$ cat src/common/axi_bridge_consts.svh
`ifndef AXI_BRIDGE_CONSTS_SVH
`define AXI_BRIDGE_CONSTS_SVH

// Byte address width on both the AXI and the AXI-Lite side
`define AXI_ADDR_W 16

`define AXI_DATA_W 32
`define AXI_STRB_W (`AXI_DATA_W / 8)

`define AXI_ID_W   4  // Reflected back unchanged in B and R
`define AXI_USER_W 2  // Reflected back unchanged in B and R

// Number of 32-bit registers in the bank
`define REG_COUNT 16

`endif
$ cat src/common/axi_bridge_pkg.sv
`include "axi_bridge_consts.svh"

package axi_bridge_pkg;

  typedef enum logic [1:0] {
    OKAY   = 2'b00,
    EXOKAY = 2'b01,
    SLVERR = 2'b10,
    DECERR = 2'b11
  } axi_resp_e;

  // Shared by AW and AR, size and burst type are not carried
  typedef struct packed {
    logic [`AXI_ID_W-1:0]   id;
    logic [`AXI_ADDR_W-1:0] addr;
    logic [7:0]             len;
    logic [`AXI_USER_W-1:0] user;
  } axi_ax_t;

  typedef struct packed {
    logic [`AXI_DATA_W-1:0] data;
    logic [`AXI_STRB_W-1:0] strb;
    logic                   last;
  } axi_w_t;

  typedef struct packed {
    logic [`AXI_ID_W-1:0]   id;
    axi_resp_e              resp;
    logic [`AXI_USER_W-1:0] user;
  } axi_b_t;

  typedef struct packed {
    logic [`AXI_ID_W-1:0]   id;
    logic [`AXI_DATA_W-1:0] data;
    axi_resp_e              resp;
    logic                   last;
    logic [`AXI_USER_W-1:0] user;
  } axi_r_t;

  typedef struct packed {
    logic [`AXI_DATA_W-1:0] data;
    logic [`AXI_STRB_W-1:0] strb;
  } axil_w_t;

  typedef struct packed {
    logic [`AXI_DATA_W-1:0] data;
    axi_resp_e              resp;
  } axil_r_t;

  typedef enum logic [2:0] {
    WR_IDLE,
    WR_FWD,        // Lite AW and W in flight
    WR_DRAIN,      // Burst beats swallowed until last
    WR_LITE_RESP,
    WR_RESP
  } wr_state_e;

  typedef enum logic [2:0] {
    RD_IDLE,
    RD_FWD,
    RD_LITE_DATA,
    RD_RESP,
    RD_ERR_BEATS   // One SLVERR beat per burst beat
  } rd_state_e;

endpackage

$ cat src/axi_reg_subsys.sv
`include "axi_bridge_consts.svh"

module axi_reg_subsys (
  input  logic                         clk,
  input  logic                         rst_n,
  input  axi_bridge_pkg::axi_ax_t      aw,
  input  logic                         awvalid,
  output logic                         awready,
  input  axi_bridge_pkg::axi_w_t       w,
  input  logic                         wvalid,
  output logic                         wready,
  output axi_bridge_pkg::axi_b_t       b,
  output logic                         bvalid,
  input  logic                         bready,
  input  axi_bridge_pkg::axi_ax_t      ar,
  input  logic                         arvalid,
  output logic                         arready,
  output axi_bridge_pkg::axi_r_t       r,
  output logic                         rvalid,
  input  logic                         rready
);
  import axi_bridge_pkg::*;

  // Internal AXI-Lite link between the reflectors and the bank
  logic [`AXI_ADDR_W-1:0] lite_awaddr;
  logic                   lite_awvalid;
  logic                   lite_awready;
  axil_w_t                lite_w;
  logic                   lite_wvalid;
  logic                   lite_wready;
  axi_resp_e              lite_bresp;
  logic                   lite_bvalid;
  logic                   lite_bready;
  logic [`AXI_ADDR_W-1:0] lite_araddr;
  logic                   lite_arvalid;
  logic                   lite_arready;
  axil_r_t                lite_r;
  logic                   lite_rvalid;
  logic                   lite_rready;

  axil_reflect_wr wr_reflect_i (
    .clk       (clk),
    .rst_n     (rst_n),
    .s_aw      (aw),
    .s_awvalid (awvalid),
    .s_awready (awready),
    .s_w       (w),
    .s_wvalid  (wvalid),
    .s_wready  (wready),
    .s_b       (b),
    .s_bvalid  (bvalid),
    .s_bready  (bready),
    .m_awaddr  (lite_awaddr),
    .m_awvalid (lite_awvalid),
    .m_awready (lite_awready),
    .m_w       (lite_w),
    .m_wvalid  (lite_wvalid),
    .m_wready  (lite_wready),
    .m_bresp   (lite_bresp),
    .m_bvalid  (lite_bvalid),
    .m_bready  (lite_bready)
  );

  axil_reflect_rd rd_reflect_i (
    .clk       (clk),
    .rst_n     (rst_n),
    .s_ar      (ar),
    .s_arvalid (arvalid),
    .s_arready (arready),
    .s_r       (r),
    .s_rvalid  (rvalid),
    .s_rready  (rready),
    .m_araddr  (lite_araddr),
    .m_arvalid (lite_arvalid),
    .m_arready (lite_arready),
    .m_r       (lite_r),
    .m_rvalid  (lite_rvalid),
    .m_rready  (lite_rready)
  );

  axil_reg_bank #(
    .NUM_REGS (`REG_COUNT)
  ) reg_bank_i (
    .clk     (clk),
    .rst_n   (rst_n),
    .awaddr  (lite_awaddr),
    .awvalid (lite_awvalid),
    .awready (lite_awready),
    .w       (lite_w),
    .wvalid  (lite_wvalid),
    .wready  (lite_wready),
    .bresp   (lite_bresp),
    .bvalid  (lite_bvalid),
    .bready  (lite_bready),
    .araddr  (lite_araddr),
    .arvalid (lite_arvalid),
    .arready (lite_arready),
    .r       (lite_r),
    .rvalid  (lite_rvalid),
    .rready  (lite_rready)
  );

endmodule

$ cat src/axil_reg_bank.sv
`include "axi_bridge_consts.svh"

module axil_reg_bank #(
  parameter int NUM_REGS = `REG_COUNT
) (
  input  logic                         clk,
  input  logic                         rst_n,
  input  logic [`AXI_ADDR_W-1:0]       awaddr,
  input  logic                         awvalid,
  output logic                         awready,
  input  axi_bridge_pkg::axil_w_t      w,
  input  logic                         wvalid,
  output logic                         wready,
  output axi_bridge_pkg::axi_resp_e    bresp,
  output logic                         bvalid,
  input  logic                         bready,
  input  logic [`AXI_ADDR_W-1:0]       araddr,
  input  logic                         arvalid,
  output logic                         arready,
  output axi_bridge_pkg::axil_r_t      r,
  output logic                         rvalid,
  input  logic                         rready
);
  import axi_bridge_pkg::*;

  localparam int IDX_W = (NUM_REGS > 1) ? $clog2(NUM_REGS) : 1;

  logic [`AXI_DATA_W-1:0] regs [NUM_REGS];
  logic                   b_valid_q;
  axi_resp_e              b_resp_q;
  logic                   r_valid_q;
  logic [`AXI_DATA_W-1:0] r_data_q;
  axi_resp_e              r_resp_q;
  logic                   wr_fire;
  logic                   rd_fire;
  logic                   wr_hit;
  logic                   rd_hit;
  logic [IDX_W-1:0]       wr_idx;
  logic [IDX_W-1:0]       rd_idx;

  // Word index is the byte address over four, the range check uses all of it
  function automatic logic word_in_range(input logic [`AXI_ADDR_W-1:0] addr);
    return addr[`AXI_ADDR_W-1:2] < NUM_REGS;
  endfunction

  assign wr_hit = word_in_range(awaddr);
  assign rd_hit = word_in_range(araddr);
  assign wr_idx = awaddr[IDX_W+1:2];
  assign rd_idx = araddr[IDX_W+1:2];

  // AW and W are taken together, only when no B is waiting
  assign awready = awvalid && wvalid && !b_valid_q;
  assign wready  = awready;
  assign arready = arvalid && !r_valid_q;
  assign wr_fire = awvalid && awready;
  assign rd_fire = arvalid && arready;

  assign bvalid = b_valid_q;
  assign bresp  = b_resp_q;
  assign rvalid = r_valid_q;
  assign r      = '{data: r_data_q, resp: r_resp_q};

  always_ff @(posedge clk) begin
    if (!rst_n) begin
      for (int i = 0; i < NUM_REGS; i++) begin
        regs[i] <= '0;
      end
    end else if (wr_fire && wr_hit) begin
      for (int b = 0; b < `AXI_STRB_W; b++) begin
        if (w.strb[b]) regs[wr_idx][8*b +: 8] <= w.data[8*b +: 8];
      end
    end
  end

  always_ff @(posedge clk) begin
    if (!rst_n) begin
      b_valid_q <= 1'b0;
    end else if (wr_fire) begin
      b_valid_q <= 1'b1;
    end else if (bready) begin
      b_valid_q <= 1'b0;
    end
  end

  always_ff @(posedge clk) begin
    if (!rst_n) begin
      r_valid_q <= 1'b0;
    end else if (rd_fire) begin
      r_valid_q <= 1'b1;
    end else if (rready) begin
      r_valid_q <= 1'b0;
    end
  end

  always_ff @(posedge clk) begin
    if (wr_fire) b_resp_q <= wr_hit ? OKAY : DECERR;
    if (rd_fire) begin
      r_data_q <= rd_hit ? regs[rd_idx] : '0;  // Unmapped reads return zero
      r_resp_q <= rd_hit ? OKAY : DECERR;
    end
  end

endmodule

$ cat src/axil_reflect/axil_reflect_rd.sv
`include "axi_bridge_consts.svh"

module axil_reflect_rd (
  input  logic                         clk,
  input  logic                         rst_n,
  input  axi_bridge_pkg::axi_ax_t      s_ar,
  input  logic                         s_arvalid,
  output logic                         s_arready,
  output axi_bridge_pkg::axi_r_t       s_r,
  output logic                         s_rvalid,
  input  logic                         s_rready,
  output logic [`AXI_ADDR_W-1:0]       m_araddr,
  output logic                         m_arvalid,
  input  logic                         m_arready,
  input  axi_bridge_pkg::axil_r_t      m_r,
  input  logic                         m_rvalid,
  output logic                         m_rready
);
  import axi_bridge_pkg::*;

  rd_state_e              state;
  logic                   ar_ready_q;
  logic                   lite_ar_q;
  logic                   r_valid_q;
  logic [7:0]             beats_q;   // Beats left after the one on the bus
  logic [`AXI_ID_W-1:0]   id_q;
  logic [`AXI_USER_W-1:0] user_q;
  logic [`AXI_ADDR_W-1:0] addr_q;
  logic [`AXI_DATA_W-1:0] data_q;
  axi_resp_e              resp_q;
  logic                   ar_fire;
  logic                   lite_r_fire;

  assign ar_fire     = s_arvalid && ar_ready_q;
  assign lite_r_fire = m_rvalid && m_rready;

  assign s_arready = ar_ready_q;
  assign m_araddr  = addr_q;
  assign m_arvalid = lite_ar_q;
  assign m_rready  = (state == RD_LITE_DATA);
  assign s_rvalid  = r_valid_q;

  always_comb begin
    s_r.id   = id_q;
    s_r.data = data_q;
    s_r.resp = resp_q;
    s_r.last = (state != RD_ERR_BEATS) || (beats_q == 8'd0);
    s_r.user = user_q;
  end

  always_ff @(posedge clk) begin
    if (!rst_n) begin
      state      <= RD_IDLE;
      ar_ready_q <= 1'b0;
      lite_ar_q  <= 1'b0;
      r_valid_q  <= 1'b0;
      beats_q    <= 8'd0;
    end else begin
      case (state)
        RD_IDLE: begin
          ar_ready_q <= !ar_fire;
          if (ar_fire) begin
            beats_q <= s_ar.len;
            if (s_ar.len == 8'd0) begin
              state     <= RD_FWD;
              lite_ar_q <= 1'b1;
            end else begin
              state     <= RD_ERR_BEATS;
              r_valid_q <= 1'b1;
            end
          end
        end
        RD_FWD: begin
          if (m_arready) begin
            state     <= RD_LITE_DATA;
            lite_ar_q <= 1'b0;
          end
        end
        RD_LITE_DATA: begin
          if (m_rvalid) begin
            state     <= RD_RESP;
            r_valid_q <= 1'b1;
          end
        end
        RD_RESP: begin
          if (s_rready) begin
            state      <= RD_IDLE;
            r_valid_q  <= 1'b0;
            ar_ready_q <= 1'b1;
          end
        end
        RD_ERR_BEATS: begin
          if (s_rready) begin
            if (beats_q == 8'd0) begin
              state      <= RD_IDLE;
              r_valid_q  <= 1'b0;
              ar_ready_q <= 1'b1;
            end else begin
              beats_q <= beats_q - 8'd1;
            end
          end
        end
        default: state <= RD_IDLE;
      endcase
    end
  end

  always_ff @(posedge clk) begin
    if (ar_fire) begin
      id_q   <= s_ar.id;
      user_q <= s_ar.user;
      addr_q <= s_ar.addr;
      data_q <= '0;      // Burst error beats carry zero data
      resp_q <= SLVERR;
    end else if (lite_r_fire) begin
      data_q <= m_r.data;
      resp_q <= m_r.resp;
    end
  end

endmodule

$ cat src/axil_reflect/axil_reflect_wr.sv
`include "axi_bridge_consts.svh"

module axil_reflect_wr (
  input  logic                         clk,
  input  logic                         rst_n,
  input  axi_bridge_pkg::axi_ax_t      s_aw,
  input  logic                         s_awvalid,
  output logic                         s_awready,
  input  axi_bridge_pkg::axi_w_t       s_w,
  input  logic                         s_wvalid,
  output logic                         s_wready,
  output axi_bridge_pkg::axi_b_t       s_b,
  output logic                         s_bvalid,
  input  logic                         s_bready,
  output logic [`AXI_ADDR_W-1:0]       m_awaddr,
  output logic                         m_awvalid,
  input  logic                         m_awready,
  output axi_bridge_pkg::axil_w_t      m_w,
  output logic                         m_wvalid,
  input  logic                         m_wready,
  input  axi_bridge_pkg::axi_resp_e    m_bresp,
  input  logic                         m_bvalid,
  output logic                         m_bready
);
  import axi_bridge_pkg::*;

  wr_state_e              state;
  logic                   aw_ready_q;
  logic                   lite_aw_q;
  logic                   lite_w_q;
  logic                   b_valid_q;
  logic [`AXI_ID_W-1:0]   id_q;
  logic [`AXI_USER_W-1:0] user_q;
  logic [`AXI_ADDR_W-1:0] addr_q;
  axi_resp_e              resp_q;
  logic                   aw_fire;
  logic                   m_aw_fire;
  logic                   m_w_fire;
  logic                   drain_last;

  assign aw_fire    = s_awvalid && aw_ready_q;
  assign m_aw_fire  = lite_aw_q && m_awready;
  assign m_w_fire   = m_wvalid && m_wready;
  assign drain_last = (state == WR_DRAIN) && s_wvalid && s_w.last;

  assign s_awready = aw_ready_q;
  assign m_awaddr  = addr_q;
  assign m_awvalid = lite_aw_q;
  assign m_w       = '{data: s_w.data, strb: s_w.strb};  // Beat passes straight through
  assign m_wvalid  = lite_w_q && s_wvalid;
  assign s_wready  = (lite_w_q && m_wready) || (state == WR_DRAIN);
  assign m_bready  = (state == WR_LITE_RESP);
  assign s_bvalid  = b_valid_q;
  assign s_b       = '{id: id_q, resp: resp_q, user: user_q};

  always_ff @(posedge clk) begin
    if (!rst_n) begin
      state      <= WR_IDLE;
      aw_ready_q <= 1'b0;
      lite_aw_q  <= 1'b0;
      lite_w_q   <= 1'b0;
      b_valid_q  <= 1'b0;
    end else begin
      case (state)
        WR_IDLE: begin
          aw_ready_q <= !aw_fire;
          if (aw_fire) begin
            if (s_aw.len == 8'd0) begin
              state     <= WR_FWD;
              lite_aw_q <= 1'b1;
              lite_w_q  <= 1'b1;
            end else begin
              state <= WR_DRAIN;  // Bursts are never forwarded
            end
          end
        end
        WR_FWD: begin
          if (m_aw_fire) lite_aw_q <= 1'b0;
          if (m_w_fire) lite_w_q <= 1'b0;
          if ((!lite_aw_q || m_aw_fire) && (!lite_w_q || m_w_fire)) state <= WR_LITE_RESP;
        end
        WR_LITE_RESP: begin
          if (m_bvalid) begin
            state     <= WR_RESP;
            b_valid_q <= 1'b1;
          end
        end
        WR_DRAIN: begin
          if (drain_last) begin
            state     <= WR_RESP;
            b_valid_q <= 1'b1;
          end
        end
        WR_RESP: begin
          if (s_bready) begin
            state      <= WR_IDLE;
            b_valid_q  <= 1'b0;
            aw_ready_q <= 1'b1;
          end
        end
        default: state <= WR_IDLE;
      endcase
    end
  end

  always_ff @(posedge clk) begin
    if (aw_fire) begin
      id_q   <= s_aw.id;
      user_q <= s_aw.user;
      addr_q <= s_aw.addr;
    end
    if (m_bvalid && m_bready) resp_q <= m_bresp;
    else if (drain_last) resp_q <= SLVERR;
  end

endmodule

$ cat config.mk
export PLATFORM = sky130hd
export DESIGN_NAME = axi_reg_subsys
export DESIGN_NICKNAME = d
export VERILOG_FILES = /design/src/common/axi_bridge_pkg.sv /design/src/axi_reg_subsys.sv /design/src/axil_reg_bank.sv /design/src/axil_reflect/axil_reflect_rd.sv /design/src/axil_reflect/axil_reflect_wr.sv
export VERILOG_INCLUDE_DIRS = /design/src /design/src/common
export SDC_FILE = /design/constraint.sdc
export NUM_CORES = 1
export LEC_CHECK = 0
export BUFFER_PORTS_ARGS = -buffer_cell sky130_fd_sc_hd__buf_2
export CELL_PAD_IN_SITES_DETAIL_PLACEMENT = 1
export CELL_PAD_IN_SITES_GLOBAL_PLACEMENT = 1
export CORE_MARGIN = 5
export CORE_UTILIZATION = 31
export CTS_BUF_LIST = sky130_fd_sc_hd__clkbuf_4 sky130_fd_sc_hd__clkbuf_8 sky130_fd_sc_hd__clkbuf_16
export CTS_CLUSTER_SIZE = 12
export DETAILED_ROUTE_END_ITERATION = 16
export PLACE_DENSITY_LB_ADDON = 0.1
export REMOVE_ABC_BUFFERS = 1
export SLEW_MARGIN = 20
export SYNTH_ARGS = -nofsm -noshare
export SYNTH_HDL_FRONTEND = slang
export SYNTH_HIERARCHICAL = 1
export SYNTH_SLANG_ARGS = --single-unit
$ cat constraint.sdc
create_clock -name clk -period 7.6 [get_ports clk]
set_clock_uncertainty 0.05 [all_clocks]
set_input_delay 1.52 -clock clk [delete_from_list [all_inputs] [get_ports clk]]
set_output_delay 1.52 -clock clk [all_outputs]
set_load 0.05 [all_outputs]
==> flow_metrics.env, run 1 <==
export IMPL_die_area_um2=102000
export IMPL_cap_viol_max_count=0
export IMPL_cts_buffers=78
export IMPL_post_cts_resized=0
export IMPL_core_um2=94900
export IMPL_cts_tree="built"
export IMPL_grt_usage=0.158
export IMPL_die_w_um=319
export IMPL_boundaryPins=158
export IMPL_htreeDepth=3
export IMPL_viasPerCell=4.80
export IMPL_ant_nets=0
export IMPL_reg2regPathDepth=4
export IMPL_irDropWorstVdd_uv=145
export IMPL_rows=113
export IMPL_worst_hold_path_type="reg -> reg"
export IMPL_fmax_ghz=0.235
export IMPL_port_buffers=153
export IMPL_diodes=0
export IMPL_cp_data_arrival_time_ns=2.69
export IMPL_powerDensity_nw_per_um2=242
export IMPL_drive_gt1_frac=0.256
export IMPL_routabilityCongestion=0.740
export IMPL_syn_inst=1989
export IMPL_hold_viol_final=0
export IMPL_crit_path_end_kind="output pin"
export IMPL_power_mw=8.22
export IMPL_routedWlPerCell_um=23.8
export IMPL_vias=16400
export IMPL_cts_hold_fix_buffers=0
export IMPL_initialDrtViolationCount=1036
export IMPL_setup_viol=0
export IMPL_required_ns=6.03
export IMPL_synth_warnings=6
export IMPL_initial_core_util=0.312
export IMPL_routed_wl_um=81200
export IMPL_drc=0
export IMPL_critPathKind="in -> out"
export IMPL_dieHeight_um=319
export IMPL_cts_num_sinks=645
export IMPL_syn_area_um2=29600
export IMPL_syn_to_final_growth_pct=14.5
export IMPL_nets=2188
export IMPL_grt_first_pass_wirelength_um=120000
export IMPL_grt_pass1_vias=18100
export IMPL_cts_root_buf="clkbuf_16"
export IMPL_drv_slew=0
export IMPL_hold_path_depth=2
export IMPL_postSynthAreaPerCell_um2=14.9
export IMPL_fin_crit_sh=0.560
export IMPL_clk_latency_ns=0.62
export IMPL_tightest_slew_ns=0.968
export IMPL_status="completed"
export IMPL_drtPass1Iterations=5
export IMPL_rsz0062_at_grt="no"
export IMPL_p_leak_nw=12.4
export IMPL_grt_max_degree=129
export IMPL_grt_antenna_before_repair=2
export IMPL_clockBufferDepth=3
export IMPL_grt_overflow=0
export IMPL_fin_util=0.357
export IMPL_startpoint_type="input pin"
export IMPL_postCtsSetupBuffers=0
export IMPL_dpl_hpwl_um=50300
export IMPL_period_minus_slack_ns=4.26
export IMPL_tns_ns=0
export IMPL_fillerInstances=9743
export IMPL_crit_fanout=4
export IMPL_clkTransAtPathRegs_ns=0.06
export IMPL_relSlewSlack=0.354
## metrics by stage
step,setup slack [ns],cells,hold slack [ns],cell area (um^2)
floorplan,1.21,1830,0.408,28800
global placement,3.12,3267,0.395,31300
detailed placement,3.08,3267,0.397,31300
CTS,3.34,3408,0.405,33900
global route,3.20,3408,0.426,33900
finish,3.34,3408,0.401,33900
## where the power goes
group	switching (mW)	total, mW	internal [mW]
clock network	1.49	3.71	2.22
logic	0.320	0.491	0.171
registers	0.0447	4.02	3.97
total	1.85	8.22	6.36
## metal layers
layer	global-route usage	part of all wire	wire length (um)	vias to the layer above
met2	0.264	0.48	38800	331
li1	-	-	-	7488
met3	0.0287	0.039	3190	109
met1	0.215	0.46	37400	8441
met4	0.0374	0.022	1770	0
met5	0	0	0	-
## layout make-up
cell class                      count  area [um^2]  share of cell area
Clock inverter                     37          289             0.00853
Timing Repair Buffer              172          936              0.0276
Sequential cell                   645        18800               0.555
Multi-Input combinational cell   1176         9990               0.295
Clock buffer                      104         2260              0.0667
Tap cell                         1265         1580              0.0467
Inverter                            9         33.8            0.000997
## state kept, by name, indices dropped and copies added, names as in the netlist, 3 cells and up
| signal | count |
|---|---|
| rd_reflect_i/id_q | 4 |
| rd_reflect_i/m_araddr | 14 |
| rd_reflect_i/state | 3 |
| rd_reflect_i/data_q | 32 |
| wr_reflect_i/state | 3 |
| reg_bank_i/r_data_q | 32 |
| wr_reflect_i/id_q | 4 |
| rd_reflect_i/beats_q | 8 |
| wr_reflect_i/m_awaddr | 14 |
| reg_bank_i/regs | 512 |
## critical path: stages
cell and delay (ns):
buf_2 0.12, and2_1 0.17, nand2_1 0.08, nor2_1 0.22
nand2_1 0.12, o21ai_0 0.13, buf_2 0.32
## final timing paths
check                                 from                     end  slack (ns)
setup reg to reg  wr_reflect_i/m_awaddr[9]  reg_bank_i/regs[13][1]        4.16
hold / removal      rd_reflect_i/data_q[2]  rd_reflect_i/data_q[2]        0.40
hold reg to reg     rd_reflect_i/data_q[2]  rd_reflect_i/data_q[2]        0.40
setup / recovery                    wvalid                  wready        3.34
## layout by cell type, fill, tap and decap left out, drive strengths merged, types with 11 or more instances in the layout
cell type  instances
a21oi             49
clkinv            29
mux2              32
clkbuf           104
dfxtp             57
nand2            131
nand2b            68
o21ai             36
and2             515
buf              172
inv               11
edfxtp           588
mux2i             34
nor3              69
nor2              14
mux4             128
Note: power is estimated with default switching activity, not from simulation.
==> run 2: changes to the inputs <==
==> constraint.sdc (replaced) <==
create_clock -name clk -period 3.6 [get_ports clk]
set_clock_uncertainty 0.05 [all_clocks]
set_input_delay 0.72 -clock clk [delete_from_list [all_inputs] [get_ports clk]]
set_output_delay 0.72 -clock clk [all_outputs]
set_load 0.05 [all_outputs]
==> flow_metrics.env, run 2 (same netlist as run 1, synthesis figures left out) <==
export IMPL_status="completed"
export IMPL_crit_path_end_kind="output pin"
export IMPL_clockBufferDepth=3
export IMPL_nets=2249
export IMPL_viasPerCell=4.77
export IMPL_final_cell_mix="edfxtp_1 (588), and2_1 (515), buf_2 (152), nand2_1 (130), mux4_2 (128)"
export IMPL_cts_root_buf="clkbuf_16"
export IMPL_ant_nets=0
export IMPL_die_w_um=319
export IMPL_initial_core_util=0.312
export IMPL_fmax_ghz=0.352
export IMPL_drtPass1Iterations=5
export IMPL_post_cts_resized=0
export IMPL_reg2regPathDepth=5
export IMPL_hold_viol_final=0
export IMPL_crit_chain="inv_1 -> ha_1 -> nor3b_2 -> nand2_1 -> nand2_1 -> buf_2"
export IMPL_top_regs="reg_bank_i/regs: 512 flops, rd_reflect_i/data_q: 32 flops, reg_bank_i/r_data_q: 32 flops"
export IMPL_hold_path_depth=1
export IMPL_required_ns=2.83
export IMPL_startpoint_type="flip-flop"
export IMPL_die_area_um2=102000
export IMPL_clk_latency_ns=0.62
export IMPL_cts_tree="built"
export IMPL_cap_viol_max_count=0
export IMPL_power_mw=17.1
export IMPL_core_um2=94900
export IMPL_tightest_slew_ns=0.933
export IMPL_rsz0062_at_grt="no"
export IMPL_port_buffers=153
export IMPL_rows=113
export IMPL_dpl_hpwl_um=52400
export IMPL_drv_slew=0
export IMPL_setup_viol=0
export IMPL_initialDrtViolationCount=981
export IMPL_period_minus_slack_ns=2.84
export IMPL_grt_max_degree=63
export IMPL_fin_util=0.362
export IMPL_drc=0
export IMPL_critPathMaxStageDelay_ns=0.40
export IMPL_slowest_stage="nor3b_2"
export IMPL_crit_path_frequent_cell="nand2_1"
export IMPL_cts_hold_fix_buffers=0
export IMPL_routedWlPerCell_um=23.1
export IMPL_path_buf_inv=2
export IMPL_routed_wl_um=80200
export IMPL_postCtsSetupBuffers=0
export IMPL_grt_overflow=0
export IMPL_routabilityCongestion=0.754
export IMPL_drive_gt1_frac=0.276
export IMPL_hold_slack_ns=0.225
export IMPL_largest_reg_flops=512
export IMPL_grt_antenna_before_repair=1
export IMPL_irDropWorstVdd_uv=283
export IMPL_grt_usage=0.156
export IMPL_cp_num_cells=6
export IMPL_fin_crit_sh=0.789
export IMPL_relSlewSlack=0.378
export IMPL_syn_to_final_growth_pct=16.1
export IMPL_htreeDepth=3
export IMPL_p_leak_nw=12.7
export IMPL_stdcell_area_um2=34400
export IMPL_crit_fanout=6
export IMPL_regMostFlops="reg_bank_i/regs"
export IMPL_critPathKind="reg -> out"
export IMPL_cp_data_arrival_time_ns=2.07
export IMPL_powerDensity_nw_per_um2=499
export IMPL_timing_final_ws_setup_ns=0.760
export IMPL_cts_buffers=77
export IMPL_vias=16600
export IMPL_layout_commonest_cell="edfxtp_1"
export IMPL_placed_cell_area_um2=31900
export IMPL_grt_first_pass_wirelength_um=120000
export IMPL_cts_num_sinks=645
export IMPL_fillerInstances=9685
export IMPL_worst_hold_path_type="in -> reg"
export IMPL_path_delay_family="simple AND/OR/NAND/NOR gates"
export IMPL_grt_pass1_vias=18100
export IMPL_dp_slack_ns=0.407
export IMPL_clkTransAtPathRegs_ns=0.06
export IMPL_dieHeight_um=319
export IMPL_boundaryPins=158
run 2: cell count changes in the layout (fill, tap and decap cells not counted), moves of 2 or more:
cell | before | now
clkbuf_8 | 7 | 1
diode_2 | 0 | 2
buf_4 | 18 | 72
clkbuf_4 | 15 | 18
buf_12 | 2 | 10
clkbuf_16 | 82 | 80
run 2: layout make-up:
class	instances	area [um^2]	area share
sequential	645	18800	0.547
multi-input combinational	1176	9990	0.291
clock buffer	99	2150	0.0626
tap	1265	1580	0.0461
timing repair buffer	234	1500	0.0437
clock inverter	39	304	0.00885
inverter	9	33.8	0.000983
antenna	2	5.00	0.000146
run 2: final timing paths:
path	start	to	slack [ns]
setup reg to reg	wr_reflect_i/m_awaddr[14]	reg_bank_i/regs[6][9]	0.80
setup / recovery	rd_reflect_i/beats_q[0]	r[2]	0.76
hold reg to reg	rd_reflect_i/data_q[26]	rd_reflect_i/data_q[26]	0.40
hold / removal	aw[24]	wr_reflect_i/m_awaddr[14]	0.23
run 2: where the power goes:
group / leakage [nW] / switching, mW / internal (mW)
Combinational: 5.01 / 0.673 / 0.377
Clock: 1.22 / 3.11 / 4.50
Sequential: 6.44 / 0.102 / 8.39
Total: 12.7 / 3.88 / 13.3
run 2: metrics by stage:
stage / std cells / setup TNS (ns)
after floorplan: 1830 / -89.43
after detailed placement: 3329 / 0
after global routing: 3467 / 0
after global placement: 3329 / 0
after CTS: 3467 / 0
final: 3469 / 0
run 2: layer usage:
metal,up-vias,share of wire,global-route usage
met5,-,0,0
met1,8532,0.47,0.221
met4,0,0.021,0.0354
met2,330,0.46,0.252
met3,106,0.043,0.0290
li1,7590,-,-
